File: config.mk
export PLATFORM = sky130hd
export DESIGN_NAME = mem_stage
export DESIGN_NICKNAME = d
export VERILOG_FILES = /design/src/hdl/mem_stage_pkg.sv /design/src/hdl/mem_stage.sv /design/src/hdl/writeback_select.sv /design/src/hdl/load_store_controller.sv /design/src/hdl/mem_access_decode.sv
export SDC_FILE = /design/constraint.sdc
export NUM_CORES = 1
export LEC_CHECK = 0
export BUFFER_PORTS_ARGS = -buffer_cell sky130_fd_sc_hd__buf_4
export CORE_AREA = 2 2 155 157
export DETAILED_ROUTE_END_ITERATION = 12
export DIE_AREA = 0 0 157 159
export HOLD_SLACK_MARGIN = 0.03
export PLACE_DENSITY = 0.73
export SYNTH_ARGS = -nofsm -noshare
export SYNTH_HDL_FRONTEND = slang
export SYNTH_HIERARCHICAL = 1
export SYNTH_SLANG_ARGS = --single-unit
File: constraint.sdc
create_clock -name CLK -period 11 [get_ports CLK]
set_input_delay 1.65 -clock CLK [delete_from_list [all_inputs] [get_ports CLK]]
set_output_delay 1.65 -clock CLK [all_outputs]
set_load 0.005 [all_outputs]
File: src/hdl/mem_stage_pkg.sv
package mem_stage_pkg;

    // Data and address word
    typedef logic [31:0] word_t;
    // One enable per byte lane
    typedef logic [3:0]  strb_t;
    // Register file index
    typedef logic [4:0]  reg_idx_t;
    // AXI response code
    typedef logic [1:0]  axi_resp_t;

    // Only OKAY counts as success
    localparam axi_resp_t AXI_RESP_OKAY = 2'b00;

    // Access width and signedness, stores reuse LB/LH/LW
    typedef enum logic [2:0] {LB, LH, LW, LBU, LHU} load_type_e;

    // Writeback source
    typedef enum logic [1:0] {W_LOAD, W_PC4, W_IMM_U, W_ALU} w_sel_e;

    // Exception cause
    typedef enum logic [2:0] {
        EXC_NONE,
        EXC_MAL_L,
        EXC_MAL_S,
        EXC_FAULT_L,
        EXC_FAULT_S
    } exc_e;

    // Load/store controller FSM
    typedef enum logic [1:0] {LSC_IDLE, LSC_ADDR, LSC_RESP, LSC_DONE} lsc_state_e;

    // Record handed over by execute
    typedef struct packed {
        logic       valid;
        word_t      pc;
        word_t      pc4;
        logic       dren;
        logic       dwen;
        load_type_e load_type;
        word_t      rs2_data;   // store source
        word_t      port_out;   // ALU result or effective address
        word_t      imm_u;
        w_sel_e     w_sel;
        reg_idx_t   rd;
        logic       reg_write;
        logic       halt;
    } ex_mem_t;

    // Decoded data access
    typedef struct packed {
        logic  rd_en;
        logic  wr_en;
        word_t addr;        // word aligned
        strb_t strb;
        word_t wdata;       // already in its lanes
        logic  misaligned;
    } access_t;

    // Master driven AXI4-Lite
    typedef struct packed {
        logic  aw_valid;
        word_t aw_addr;
        logic  w_valid;
        word_t w_data;
        strb_t w_strb;
        logic  b_ready;
        logic  ar_valid;
        word_t ar_addr;
        logic  r_ready;
    } axi_req_t;

    // Slave driven AXI4-Lite
    typedef struct packed {
        logic      aw_ready;
        logic      w_ready;
        logic      b_valid;
        axi_resp_t b_resp;
        logic      ar_ready;
        logic      r_valid;
        word_t     r_data;
        axi_resp_t r_resp;
    } axi_rsp_t;

    // Record handed to writeback
    typedef struct packed {
        logic     valid;
        reg_idx_t rd;
        logic     reg_write;
        word_t    reg_wdata;
        exc_e     exc;
        word_t    badaddr;
    } mem_wb_t;

endpackage
File: src/hdl/mem_stage.sv
`timescale 1ns/10ps

module mem_stage (
    input  logic                    CLK,
    input  logic                    rst,
    input  mem_stage_pkg::ex_mem_t  ex_mem,
    input  mem_stage_pkg::axi_rsp_t axi_rsp,
    output logic                    mem_stall,
    output mem_stage_pkg::axi_req_t axi_req,
    output mem_stage_pkg::mem_wb_t  mem_wb,
    output logic                    halt
);

    import mem_stage_pkg::*;

    // Held record, drives everything downstream
    ex_mem_t current_instr;
    access_t access;
    word_t   load_word;
    logic    bus_error;

    // Lanes, strobes and alignment of the held record
    mem_access_decode u_decode (
        .instr  (current_instr),
        .access (access)
    );

    // Instruction register and bus FSM
    load_store_controller u_lsc (
        .CLK           (CLK),
        .rst           (rst),
        .ex_mem        (ex_mem),
        .access        (access),
        .axi_rsp       (axi_rsp),
        .current_instr (current_instr),
        .axi_req       (axi_req),
        .mem_stall     (mem_stall),
        .load_word     (load_word),
        .bus_error     (bus_error)
    );

    // Result and exception
    writeback_select u_wb (
        .current_instr (current_instr),
        .misaligned    (access.misaligned),
        .load_word     (load_word),
        .bus_error     (bus_error),
        .mem_stall     (mem_stall),
        .mem_wb        (mem_wb)
    );

    // Bubbles never halt
    assign halt = current_instr.halt && current_instr.valid;

endmodule

File: src/hdl/writeback_select.sv
`timescale 1ns/10ps

module writeback_select (
    input  mem_stage_pkg::ex_mem_t current_instr,
    input  logic                   misaligned,
    input  mem_stage_pkg::word_t   load_word,
    input  logic                   bus_error,
    input  logic                   mem_stall,
    output mem_stage_pkg::mem_wb_t mem_wb
);

    import mem_stage_pkg::*;

    logic [1:0]  offset;
    logic [7:0]  ld_byte;
    logic [15:0] ld_half;
    logic        is_mem;
    word_t       load_ext;
    word_t       wdata;
    exc_e        exc;

    assign offset  = current_instr.port_out[1:0];
    // Same lanes the store strobes pick
    assign ld_byte = load_word[{offset, 3'b000} +: 8];
    assign ld_half = offset[1] ? load_word[31:16] : load_word[15:0];
    assign is_mem  = current_instr.dren || current_instr.dwen;

    // Sign or zero extension
    always_comb begin
        case (current_instr.load_type)
            LB:      load_ext = {{24{ld_byte[7]}}, ld_byte};
            LBU:     load_ext = {24'h0, ld_byte};
            LH:      load_ext = {{16{ld_half[15]}}, ld_half};
            LHU:     load_ext = {16'h0, ld_half};
            LW:      load_ext = load_word;
            default: load_ext = '0;
        endcase
    end

    // Writeback source
    always_comb begin
        case (current_instr.w_sel)
            W_LOAD:  wdata = load_ext;
            W_PC4:   wdata = current_instr.pc4;
            W_IMM_U: wdata = current_instr.imm_u;
            W_ALU:   wdata = current_instr.port_out;
            default: wdata = '0;
        endcase
    end

    // Misalignment first, the bus was never used then
    always_comb begin
        if (misaligned) begin
            exc = current_instr.dren ? EXC_MAL_L : EXC_MAL_S;
        end else if (bus_error && is_mem) begin
            exc = current_instr.dren ? EXC_FAULT_L : EXC_FAULT_S;
        end else begin
            exc = EXC_NONE;
        end
    end

    always_comb begin
        mem_wb.valid     = current_instr.valid && !mem_stall;
        mem_wb.rd        = current_instr.rd;
        // No register update on a trapping access
        mem_wb.reg_write = current_instr.reg_write && (exc == EXC_NONE);
        mem_wb.reg_wdata = wdata;
        mem_wb.exc       = exc;
        // Raw address, not the word-aligned bus one
        mem_wb.badaddr   = (exc != EXC_NONE) ? current_instr.port_out : '0;
    end

endmodule

File: src/hdl/load_store_controller.sv
`timescale 1ns/10ps

module load_store_controller (
    input  logic                    CLK,
    input  logic                    rst,
    input  mem_stage_pkg::ex_mem_t  ex_mem,
    input  mem_stage_pkg::access_t  access,
    input  mem_stage_pkg::axi_rsp_t axi_rsp,
    output mem_stage_pkg::ex_mem_t  current_instr,
    output mem_stage_pkg::axi_req_t axi_req,
    output logic                    mem_stall,
    output mem_stage_pkg::word_t    load_word,
    output logic                    bus_error
);

    import mem_stage_pkg::*;

    lsc_state_e state;
    lsc_state_e state_next;

    logic start;
    logic go;
    logic is_wr;
    logic is_rd;
    logic aw_done;
    logic w_done;
    logic aw_fire;
    logic w_fire;
    logic ar_fire;
    logic b_fire;
    logic r_fire;
    logic addr_ok;

    // Incoming record touches memory
    assign start = ex_mem.valid && (ex_mem.dren || ex_mem.dwen);

    // Held record really goes out on the bus
    assign go    = (access.rd_en || access.wr_en) && !access.misaligned;
    // Write wins if both enables are set, keeps channels exclusive
    assign is_wr = access.wr_en;
    assign is_rd = access.rd_en && !access.wr_en;

    // Master outputs, from registered state and held record only
    always_comb begin
        axi_req.aw_valid = (state == LSC_ADDR) && go && is_wr && !aw_done;
        axi_req.aw_addr  = access.addr;
        axi_req.w_valid  = (state == LSC_ADDR) && go && is_wr && !w_done;
        axi_req.w_data   = access.wdata;
        axi_req.w_strb   = access.strb;
        axi_req.b_ready  = (state == LSC_RESP) && is_wr;
        axi_req.ar_valid = (state == LSC_ADDR) && go && is_rd;
        axi_req.ar_addr  = access.addr;
        axi_req.r_ready  = (state == LSC_RESP) && is_rd;
    end

    // Handshakes
    assign aw_fire = axi_req.aw_valid && axi_rsp.aw_ready;
    assign w_fire  = axi_req.w_valid && axi_rsp.w_ready;
    assign ar_fire = axi_req.ar_valid && axi_rsp.ar_ready;
    assign b_fire  = axi_req.b_ready && axi_rsp.b_valid;
    assign r_fire  = axi_req.r_ready && axi_rsp.r_valid;

    // AW and W may complete in either order
    assign addr_ok = is_wr ? ((aw_done || aw_fire) && (w_done || w_fire)) : ar_fire;

    // Misaligned records sit in ADDR for one cycle without stalling
    assign mem_stall = ((state == LSC_ADDR) && go) || (state == LSC_RESP);

    always_comb begin
        state_next = state;
        case (state)
            LSC_IDLE: begin
                if (start) begin
                    state_next = LSC_ADDR;
                end
            end
            LSC_ADDR: begin
                if (!go) begin
                    // Nothing to send, behave like IDLE
                    state_next = start ? LSC_ADDR : LSC_IDLE;
                end else if (addr_ok) begin
                    state_next = LSC_RESP;
                end
            end
            LSC_RESP: begin
                if (b_fire || r_fire) begin
                    state_next = LSC_DONE;
                end
            end
            LSC_DONE: begin
                // Result visible this cycle, next record accepted on the edge
                state_next = start ? LSC_ADDR : LSC_IDLE;
            end
            default: state_next = LSC_IDLE;
        endcase
    end

    // State and instruction register
    always_ff @(posedge CLK) begin
        if (rst) begin
            state               <= LSC_IDLE;
            current_instr.valid <= 1'b0;
        end else begin
            state <= state_next;
            if (!mem_stall) begin
                current_instr <= ex_mem;
            end
        end
    end

    // Per-channel completion, cleared when leaving ADDR
    always_ff @(posedge CLK) begin
        if (rst || (state_next != LSC_ADDR)) begin
            aw_done <= 1'b0;
            w_done  <= 1'b0;
        end else begin
            aw_done <= aw_done || aw_fire;
            w_done  <= w_done || w_fire;
        end
    end

    // Read word
    always_ff @(posedge CLK) begin
        if (r_fire) begin
            load_word <= axi_rsp.r_data;
        end
    end

    // Response status of the last transaction
    always_ff @(posedge CLK) begin
        if (rst) begin
            bus_error <= 1'b0;
        end else if (b_fire) begin
            bus_error <= (axi_rsp.b_resp != AXI_RESP_OKAY);
        end else if (r_fire) begin
            bus_error <= (axi_rsp.r_resp != AXI_RESP_OKAY);
        end
    end

    // Never a read and a write address at once
    a_no_overlap: assert property (@(posedge CLK) disable iff (rst)
        !(axi_req.aw_valid && axi_req.ar_valid))
        else $error("aw_valid and ar_valid both high");

    // Valid held until the slave takes it
    a_aw_hold: assert property (@(posedge CLK) disable iff (rst)
        axi_req.aw_valid && !axi_rsp.aw_ready |=> axi_req.aw_valid)
        else $error("aw_valid dropped before aw_ready");

    a_ar_hold: assert property (@(posedge CLK) disable iff (rst)
        axi_req.ar_valid && !axi_rsp.ar_ready |=> axi_req.ar_valid)
        else $error("ar_valid dropped before ar_ready");

endmodule

File: src/hdl/mem_access_decode.sv
`timescale 1ns/10ps

module mem_access_decode (
    input  mem_stage_pkg::ex_mem_t instr,
    output mem_stage_pkg::access_t access
);

    import mem_stage_pkg::*;

    logic [1:0] offset;
    logic       is_mem;
    logic       mal;
    strb_t      strb;
    word_t      wdata;

    // Byte position inside the word
    assign offset = instr.port_out[1:0];
    assign is_mem = instr.valid && (instr.dren || instr.dwen);

    // Lane strobes, little-endian
    always_comb begin
        case (instr.load_type)
            LB, LBU: strb = strb_t'(4'b0001 << offset);
            LH, LHU: strb = offset[1] ? 4'b1100 : 4'b0011;
            LW:      strb = 4'b1111;
            default: strb = 4'b0000;
        endcase
    end

    // Halves need an even offset, words a zero offset
    always_comb begin
        case (instr.load_type)
            LW:      mal = (offset != 2'b00);
            LH, LHU: mal = offset[0];
            default: mal = 1'b0;
        endcase
    end

    // Store data moved into its byte lanes
    always_comb begin
        case (instr.load_type)
            LB, LBU: wdata = word_t'({24'h0, instr.rs2_data[7:0]}) << {offset, 3'b000};
            LH, LHU: begin
                if (offset[1]) begin
                    wdata = {instr.rs2_data[15:0], 16'h0};
                end else begin
                    wdata = {16'h0, instr.rs2_data[15:0]};
                end
            end
            LW:      wdata = instr.rs2_data;
            default: wdata = '0;
        endcase
    end

    // Bubbles never request the bus
    always_comb begin
        access.rd_en      = instr.valid && instr.dren;
        access.wr_en      = instr.valid && instr.dwen;
        access.addr       = {instr.port_out[31:2], 2'b00};
        access.strb       = strb;
        access.wdata      = wdata;
        // Only meaningful for real memory records
        access.misaligned = is_mem && mal;
    end

    // Any aligned access must select at least one lane
    always_comb begin
        if (is_mem && !mal) begin
            assert final (strb != 4'b0000)
                else $error("aligned access with empty strobe, load_type %0d",
                            instr.load_type);
        end
    end

endmodule

# After elaboration in Yosys (flattened, before gate mapping)
# Cells that the tools add are included.
# word_totals
regBits	180
input_bits	218
output_inout_bits	181
# classes
eq_ne	11
shift	3
muxes	22
bitwise	2
n_reduce_logical	49
# op_table
cell	n
one-hot mux 32 bit (5 select lines)	1
one-hot mux 32 bit (4 select lines)	1
one-hot mux 32 bit (3 select lines)	1
2-to-1 mux 32 bit	2
variable part select 32 x 6 -> 8 bit	1
left shift 8 x 5 -> 32 bit	1
logical AND 1 bit	24
2-to-1 mux 16 bit	1
one-hot mux 4 bit (3 select lines)	1
2-to-1 mux 2 bit	5
2-to-1 mux 3 bit	3
equality test 2 bit (second input constant)	4
logical OR 1 bit	8
one-hot mux 2 bit (4 select lines)	1
nonzero test 2 bit	4
equality test 3 x 2 -> 1 bit (second input constant)	2
zero test 3 bit	2
zero test 1 bit	5
equality test 2 x 1 -> 1 bit (second input constant)	2
zero test 2 bit	2
2-to-1 mux 1 bit	4
2-to-1 mux 4 bit	1
OR reduction 2 bit	2
left shift 1 x 2 -> 4 bit (first input constant)	1
7 further kinds	8

# Longest topological paths before layout
# Gate-level depths: netlist of run 1.
# depth
depth_word	18
mapped_depth	11

# By module
# Netlist of run 1, hierarchy kept.
# modules_own_cells
module	n_inst	cells_each	area_per_inst_um2
load_store_controller	1	359	7350.8
writeback_select	1	235	1826.8
mem_access_decode	1	151	1031.0
mem_stage	1	1	6.3

# Worst setup path after synthesis of run 1
# Ideal clock, no wire load.
# synth_timing
path_kind	register to register
startpoint	register, netlist name u_lsc/current_instr[105]
endpoint	register, netlist name u_lsc/current_instr[0]
setup_ns	0.711
arrival_ns	9.373
t_required_ns	10.289
path_slack_ns	0.916
path_stages_with_launch	11
path_buffers	2
cell_sequence	edfxtp_1 -> buf_2 -> nor3b_1 -> buf_2 -> a31oi_1 -> a21oi_1 -> o21bai_1 -> nor2_1 -> a21oi_1 -> inv_1 -> nor2_1

==> results.sh, run 1 <==
export IMPL_crit_slowest_cell="edfxtp_1"
export IMPL_pin_count=399
export IMPL_start_util_pct=39.90
export IMPL_grt_use_met1_pct=24.43
export IMPL_slew_viol_final=0
export IMPL_crit_top_cell="a21oi_1"
export IMPL_gp_routability_congestion=0.7977
export IMPL_timing_hold_ws_ns=0.5281
export IMPL_syn_area_per_cell_um2=12.96
export IMPL_cts_max_level=4
export IMPL_criticalPathCategory="reg2out"
export IMPL_antenna_found_initial=2
export IMPL_skew_ns=0.01818
export IMPL_overflow=0
export IMPL_slowest_delay_ns=0.78
export IMPL_fp_dieW_um=157
export IMPL_grt_max_degree=70
export IMPL_critPathMaxFanout=15
export IMPL_fmax_mhz=197.5
export IMPL_cts_buffer_depth=2
export IMPL_final_cells=1265
export IMPL_viasPerCell=5.126
export IMPL_grt_first_pass_wirelength_um=37670
export IMPL_cts_repair_resize_count=0
export IMPL_cts_sinks=180
export IMPL_slew_headroom_pct=29.60
export IMPL_power_leakage_nw=4.796
export IMPL_cts_hold_buffers_added=0
export IMPL_clkTransAtPathRegs_ns=0.08
export IMPL_rsz0062_at_grt="false"
export IMPL_drc_errors=0
export IMPL_min_period_ns=5.063
export IMPL_drt_iter0_drc=446
export IMPL_ir_drop_uv=83.02
export IMPL_syn2layout_area_growth_pct=28.33
export IMPL_die_y_um=159
export IMPL_die_area_um2=24960
export IMPL_outcome="finished clean"
export IMPL_grt_pass1_vias=6448
export IMPL_cts_setup_buffers=0
export IMPL_grt_busiest_layer="met2"
export IMPL_tns_ns=0
export IMPL_core_region_area_um2=23190
export IMPL_grt_util_met2_pct=35.43
export IMPL_critPathRequiredTime_ns=9.35
export IMPL_tightest_slew_ns=1.053
export IMPL_dr_pass1_iters=6
export IMPL_synthCells=714
export IMPL_wl_per_cell_um=20.28
export IMPL_cp_end_kind="output pin"
export IMPL_maxCapViolCount=0
export IMPL_dp_cells=1231
export IMPL_setup_violations=0
export IMPL_insertion_delay_ns=0.44
export IMPL_hp_class="reg2reg"
export IMPL_finalCritPeriodShare_pct=46.02
export IMPL_std_cell_rows=56
export IMPL_cts_tree="done"
export IMPL_yosysWarnings=6
export IMPL_cts_buffers=17
export IMPL_fin_util_pct=51.20
export IMPL_start_kind="flop"
export IMPL_hpwl_um=18640
export IMPL_port_buffers=362
export IMPL_root_buffer="clkbuf_16"
export IMPL_drive_gt1_share_pct=50.32
export IMPL_hold_viol=0
export IMPL_final_nets=1149
export IMPL_syn_cell_area_um2=9254
export IMPL_finalWirelength_um=25660
export IMPL_cp_cell_sequence="nand2b_1 > or2_2 > a21oi_1 > o21bai_1 > nor2_1 > a21oi_1 > inv_1 > nor2b_1 > buf_4"
export IMPL_grt_use_total_pct=20.18
export IMPL_p_per_area_nw_per_um2=142.1
export IMPL_arrival_ns=3.41
export IMPL_grtUsageMet3_pct=4.790
export IMPL_antenna_left=0
export IMPL_vias=6485
## metal layers
| metal | part of all wire (%) | wire length [µm] | vias to the layer above |
|---|---|---|---|
| met3 | 6.8 | 1755 | 25 |
| met4 | 1.8 | 459 | 0 |
| li1 | - | - | 3011 |
| met1 | 40 | 10140 | 3163 |
| met5 | 0 | 0 | - |
| met2 | 52 | 13300 | 286 |
## layout by cell type (no fill, tap or decap), types with 11 or more instances in the layout
master	n
clkbuf_16	17
o21ai_0	11
a222oi_1	23
buf_4	372
a22oi_1	21
nand2_1	31
mux2_2	48
nor2_1	12
o21ai_1	17
nand3_1	11
nor2b_1	36
edfxtp_1	174
a21oi_1	18
## flip-flops by register name, summed over array words and instances, names as in the netlist
register,cells
u_lsc/current_instr,143
u_lsc/state,2
u_lsc/w_done,1
u_lsc/load_word,32
u_lsc/aw_done,1
u_lsc/bus_error,1
## stage by stage
| stage | instance area, µm² | worst slack (ns) | power, mW |
|---|---|---|---|
| after floorplan | 9258 | 2.303 | 0.9667 |
| after global placement | 11230 | 6.445 | 1.061 |
| after detailed placement | 11230 | 6.339 | 1.066 |
| after CTS | 11870 | 5.901 | 1.708 |
| after global routing | 11880 | 5.635 | 1.750 |
| final | 11880 | 5.937 | 1.687 |
## where the power goes
| part | switching [mW] | internal, mW |
|---|---|---|
| sequential | 0.0195 | 0.791 |
| combinational | 0.107 | 0.132 |
| clock | 0.322 | 0.317 |
## critical path: cells and delay by family (launching register included)
kind | cells | cell delay [ns]
AO/OA/AOI/OAI | 3 | 1.12
buffers and inverters | 2 | 0.28
flip-flops | 1 | 0.78
AND/OR/NAND/NOR | 4 | 0.79
## worst paths after layout
path	startpoint	end	slack, ns	cells after the start
worst max register to register	u_lsc/current_instr[41]	u_lsc/current_instr[124]	6.35	9
worst min-delay path	u_lsc/current_instr[174]	u_lsc/current_instr[174]	0.53	2
worst min register to register	u_lsc/current_instr[174]	u_lsc/current_instr[174]	0.53	2
worst max-delay path	u_lsc/current_instr[41]	mem_wb[73]	5.94	9
## area by class of cell
cell class | count | area [µm²]
Clock inverter | 15 | 216.5
Clock buffer | 17 | 425.4
Timing Repair Buffer | 372 | 2793
Inverter | 9 | 33.78
Fill cell | 2005 | 11320
Sequential cell | 180 | 5345
Tap cell | 319 | 399.1
Antenna cell | 2 | 5.005
Multi-Input combinational cell | 351 | 2658
Power figures use the tool's default switching activity.
==> run 2: changes to the inputs <==
ABC_AREA = 1   (was unset)
CORE_AREA = 2 2 153 155   (was 2 2 155 157)
DIE_AREA = 0 0 155 157   (was 0 0 157 159)
PLACE_DENSITY = 0.78   (was 0.73)
clock period = 5.25 ns   (was 11 ns; I/O delays follow)
==> run 2 against run 1 <==
  * Die area down 2.5%
  * First-iteration DRC count up 66%
  * Area after synthesis up 6.4%
  * Register-to-register slack worse by 4.8 ns
  * Critical path type unchanged
  * Global-route usage up 2.2 points
  * Non-clock buffer count up 4
  * Clock skew down 0.0039 ns
  * Critical endpoint is now mem_wb[4]
==> results.sh, run 2 <==
export IMPL_outcome="finished clean"
export IMPL_finalWirelength_um=27940
export IMPL_drive_gt1_share_pct=34.38
export IMPL_start_kind="flop"
export IMPL_std_cell_rows=55
export IMPL_cp_end_kind="output pin"
export IMPL_finalCritPeriodShare_pct=80.75
export IMPL_cts_sinks=180
export IMPL_drc_errors=0
export IMPL_port_buffers=362
export IMPL_cts_buffer_depth=2
export IMPL_syn_cell_area_um2=9843
export IMPL_core_region_area_um2=22500
export IMPL_switching_share_pct=28.06
export IMPL_grt_max_degree=60
export IMPL_drt_iter0_drc=739
export IMPL_largest_register_ffs=143
export IMPL_hold_viol=0
export IMPL_die_area_um2=24340
export IMPL_worstSetupStartpoint="u_lsc/current_instr[107]"
export IMPL_reg_largest_list="u_lsc/current_instr (143), u_lsc/load_word (32), u_lsc/state (2)"
export IMPL_r2r_end="u_lsc/current_instr[124]"
export IMPL_cts_repair_resize_count=0
export IMPL_criticalPathCategory="reg2out"
export IMPL_final_cell_mix="buf_4 (373), nand2_1 (258), edfxtp_1 (174)"
export IMPL_internal_power_mw=2.590
export IMPL_tns_ns=0
export IMPL_ir_drop_uv=204.0
export IMPL_layout_commonest_cell="buf_4"
export IMPL_final_nets=1508
export IMPL_gp_routability_congestion=0.8175
export IMPL_r2r_start="u_lsc/current_instr[107]"
export IMPL_grt_first_pass_wirelength_um=41750
export IMPL_critPathMaxFanout=35
export IMPL_start_util_pct=43.74
export IMPL_viasPerCell=4.972
export IMPL_skew_ns=0.01424
export IMPL_power_leakage_nw=5.792
export IMPL_ff2ff_path_depth=12
export IMPL_antenna_found_initial=1
export IMPL_tightest_slew_ns=1.101
export IMPL_dp_cells=1556
export IMPL_combinationalPowerShare_pct=15.1
export IMPL_min_period_ns=4.239
export IMPL_hp_class="reg2reg"
export IMPL_fin_util_pct=54.97
export IMPL_clkTransAtPathRegs_ns=0.08
export IMPL_min_from="u_lsc/bus_error"
export IMPL_regMostFlops="u_lsc/current_instr"
export IMPL_fp_dieW_um=155
export IMPL_die_y_um=157
export IMPL_slew_headroom_pct=26.54
export IMPL_pin_count=399
export IMPL_overflow=0
export IMPL_setup_violations=0
export IMPL_dr_pass1_iters=5
export IMPL_grt_pass1_vias=7728
export IMPL_endpoint="mem_wb[4]"
export IMPL_yosysWarnings=6
export IMPL_power_frac_seq_pct=47.2
export IMPL_clockPowerShare_pct=37.7
export IMPL_cts_hold_buffers_added=0
export IMPL_arrival_ns=3.45
export IMPL_antenna_left=0
export IMPL_slew_viol_final=0
export IMPL_hpwl_um=20580
export IMPL_vias=7896
export IMPL_regToRegSetupSlack_ns=1.51
export IMPL_syn2layout_area_growth_pct=25.66
export IMPL_cts_buffers=17
export IMPL_insertion_delay_ns=0.44
export IMPL_rsz0062_at_grt="false"
export IMPL_grt_use_total_pct=22.41
export IMPL_cts_max_level=4
export IMPL_cts_setup_buffers=0
export IMPL_maxCapViolCount=0
export IMPL_final_cells=1588
export IMPL_synthCells=1080
export IMPL_wl_per_cell_um=17.59
export IMPL_fmax_mhz=235.9
export IMPL_p_per_area_nw_per_um2=291.1
export IMPL_power_switching_mw=1.010
export IMPL_insertedDiodeCount=0
export IMPL_root_buffer="clkbuf_16"
export IMPL_syn_area_per_cell_um2=9.114
export IMPL_cts_tree="done"
export IMPL_critPathRequiredTime_ns=4.46
run 2: area by class of cell:
cell class                 instances  area (µm²)
fill                            1988       10130
inverter                         109       417.9
clock buffer                      17       425.4
multi-input combinational        606        2753
tap                              285       356.6
timing repair buffer             376        2860
clock inverter                    15       211.5
sequential                       180        5345
run 2: power by group through the flow:
stage                     Clock (mW)  Combinational [mW]  Sequential (mW)
after CTS                       1.39               0.547             1.70
after floorplan                    0               0.331             1.72
final                           1.36               0.544             1.70
after global routing            1.44               0.593             1.71
after global placement             0               0.534             1.73
after detailed placement           0               0.546             1.73
run 2: through the flow:
stage | setup WS (ns) | total power [mW] | cell area [µm²] | hold slack (ns)
finish | 1.011 | 3.600 | 12370 | 0.5089
global route | 0.6091 | 3.739 | 12370 | 0.4921
CTS | 1.010 | 3.632 | 12370 | 0.4987
detailed placement | 1.514 | 2.278 | 11730 | 0.4957
global placement | 1.595 | 2.263 | 11730 | 0.4953
floorplan | 1.031 | 2.049 | 9854 | 0.4739
run 2: worst min path at each step:
stage,to,cells past startpoint
2_1_floorplan,u_lsc/current_instr[174],2
3_3_place_gp,u_lsc/bus_error,2
3_5_place_dp,u_lsc/bus_error,2
4_1_cts,u_lsc/current_instr[56],1
5_1_grt,u_lsc/current_instr[54],1
6_report,u_lsc/bus_error,2
run 2: worst max-delay path, stage by stage, from the launching register on:
cell	delay [ns]
edfxtp_1	0.44
inv_1	0.17
nand3_1	0.12
nand2_2	0.53
nand2_1	0.11
a21oi_1	0.46
inv_1	0.14
nand2_1	0.13
inv_1	0.45
nor2_1	0.28
buf_4	0.15
run 2: routing by layer:
layer  up-vias  global-route usage, %  wire (µm)
li1       3829                      -          -
met1      3670                  26.44      10780
met2       357                  40.57      14490
met3        38                  5.341       1974
met4         2                  6.746        682
met5         -                      0         10
==> run 3: changes to the inputs <==
clock period = 4.35 ns   (was 5.25 ns; I/O delays follow)
==> run 3 against run 2 <==
  * Critical path depth fell by 1
  * Register-to-register slack worse by 0.35 ns
  * Clock power is 15% higher
  * Core utilization fell by 0.21 points
  * Global-route usage about the same
  * First-iteration DRC count fell by 7.7%
  * Design area is 0.38% lower
  * Critical path type unchanged
  * Critical endpoint is now mem_wb[13]
  * Largest cell class unchanged
==> results.sh, run 3 (synthesis results as in run 2) <==
export IMPL_timing_hold_ws_ns=0.3805
export IMPL_viasPerCell=4.981
export IMPL_start_util_pct=43.74
export IMPL_pin_count=399
export IMPL_hold_viol=0
export IMPL_maxCapViolCount=0
export IMPL_grt_pass1_vias=7661
export IMPL_ff2ff_path_depth=11
export IMPL_core_region_area_um2=22500
export IMPL_hp_class="in2reg"
export IMPL_syn2layout_area_growth_pct=25.18
export IMPL_finalWirelength_um=28140
export IMPL_fmax_mhz=269.4
export IMPL_final_cell_mix="buf_4 (374), nand2_1 (258), edfxtp_1 (174)"
export IMPL_slew_headroom_pct=26.14
export IMPL_antenna_found_initial=0
export IMPL_grt_first_pass_wirelength_um=41680
export IMPL_cp_top_family="buffers and inverters"
export IMPL_cts_sinks=180
export IMPL_final_fill_count=1947
export IMPL_insertion_delay_ns=0.44
export IMPL_root_buffer="clkbuf_16"
export IMPL_cp_cell_sequence="nand2_1 > inv_1 > o21ai_0 > a21oi_1 > inv_1 > nand2_1 > inv_1 > nor2_1 > buf_4"
export IMPL_grt_max_degree=70
export IMPL_dr_pass1_iters=5
export IMPL_layout_commonest_cell="buf_4"
export IMPL_reg_largest_list="u_lsc/current_instr (143), u_lsc/load_word (32), u_lsc/state (2)"
export IMPL_grt_util_met2_pct=40.02
export IMPL_skew_ns=0.01239
export IMPL_cp_end_kind="output pin"
export IMPL_hpwl_um=20510
export IMPL_setup_violations=0
export IMPL_whs_endpoint="u_lsc/current_instr[5]"
export IMPL_cts_buffers=17
export IMPL_vias=7910
export IMPL_p_per_area_nw_per_um2=347.5
export IMPL_fin_util_pct=54.76
export IMPL_gp_routability_congestion=0.8146
export IMPL_outcome="finished clean"
export IMPL_r2r_end="u_lsc/current_instr[112]"
export IMPL_fp_dieW_um=155
export IMPL_largest_register_ffs=143
export IMPL_finalCritPeriodShare_pct=85.32
export IMPL_power_leakage_nw=5.776
export IMPL_regToRegSetupSlack_ns=1.16
export IMPL_grtUsageMet3_pct=4.653
export IMPL_critPathMaxFanout=32
export IMPL_cts_tree="done"
export IMPL_tns_ns=0
export IMPL_port_buffers=362
export IMPL_crit_slowest_cell="a21oi_1"
export IMPL_cts_hold_buffers_added=0
export IMPL_die_y_um=157
export IMPL_clkTransAtPathRegs_ns=0.09
export IMPL_min_period_ns=3.712
export IMPL_crit_top_cell="inv_1"
export IMPL_grt_use_met1_pct=26.91
export IMPL_overflow=0
export IMPL_final_nets=1508
export IMPL_std_cell_rows=55
export IMPL_rsz0062_at_grt="false"
export IMPL_tightest_slew_ns=1.108
export IMPL_criticalPathCategory="reg2out"
export IMPL_drive_gt1_share_pct=34.31
export IMPL_drc_errors=0
export IMPL_cts_buffer_depth=2
export IMPL_regMostFlops="u_lsc/current_instr"
export IMPL_critPathRequiredTime_ns=3.70
export IMPL_power_total_mw=4.282
export IMPL_worst_path_stages=9
export IMPL_r2r_start="u_lsc/current_instr[174]"
export IMPL_arrival_ns=3.06
export IMPL_slew_viol_final=0
export IMPL_path_buf_inv=4
export IMPL_slowest_delay_ns=0.49
export IMPL_grt_busiest_layer="met2"
export IMPL_antenna_left=0
export IMPL_cts_setup_buffers=0
export IMPL_start_kind="flop"
export IMPL_hold_path_depth=1
export IMPL_min_from="ex_mem[5]"
export IMPL_insertedDiodeCount=0
export IMPL_wl_per_cell_um=17.72
export IMPL_drt_iter0_drc=682
export IMPL_cts_repair_resize_count=0
export IMPL_die_area_um2=24340
export IMPL_ir_drop_uv=233.2
export IMPL_cts_max_level=4
export IMPL_grt_use_total_pct=22.38
## run 3: cell counts in the layout (fill, tap and decap cells not counted)
No cell type changed its count.
## run 3: how the worst max path moves through the flow
stage | from | end | slack (ns)
after floorplan | u_lsc/current_instr[105] | u_lsc/current_instr[0] | 0.13
after global placement | u_lsc/current_instr[174] | mem_wb[2] | 1.33
after detailed placement | u_lsc/current_instr[174] | mem_wb[29] | 1.15
after CTS | u_lsc/current_instr[174] | mem_wb[29] | 0.67
after global routing | u_lsc/current_instr[174] | mem_wb[10] | 0.40
final | u_lsc/current_instr[174] | mem_wb[13] | 0.64
## run 3: cell type report
class	count	area, µm²	area share, %
repair buffers	376	2848	23.11
flip-flops and latches	180	5345	43.38
clock buffers	17	425.4	3.452
well taps	285	356.6	2.894
inverters	109	417.9	3.392
clock inverters	15	176.4	1.432
multi-input cells	606	2753	22.34
## run 3: metrics by stage
stage,setup slack [ns],instance area [µm²],cells
6_report,0.6385,12320,1588
5_1_grt,0.4005,12320,1588
4_1_cts,0.6705,12320,1588
3_5_place_dp,1.148,11720,1556
3_3_place_gp,1.328,11720,1556
2_1_floorplan,0.1314,9854,1081
## run 3: power by group
| part | total [mW] | internal (mW) | leakage, nW | switching [mW] |
|---|---|---|---|---|
| combinational | 0.661 | 0.317 | 3.76 | 0.344 |
| sequential | 2.05 | 2.00 | 1.72 | 0.0456 |
| clock | 1.57 | 0.782 | 0.293 | 0.790 |
| total | 4.28 | 3.10 | 5.78 | 1.18 |
## run 3: layer usage
metal,vias to the layer above,wire [µm]
met3,43,1953
met1,3681,11100
met5,-,0
met2,364,14350
met4,0,741
li1,3822,-
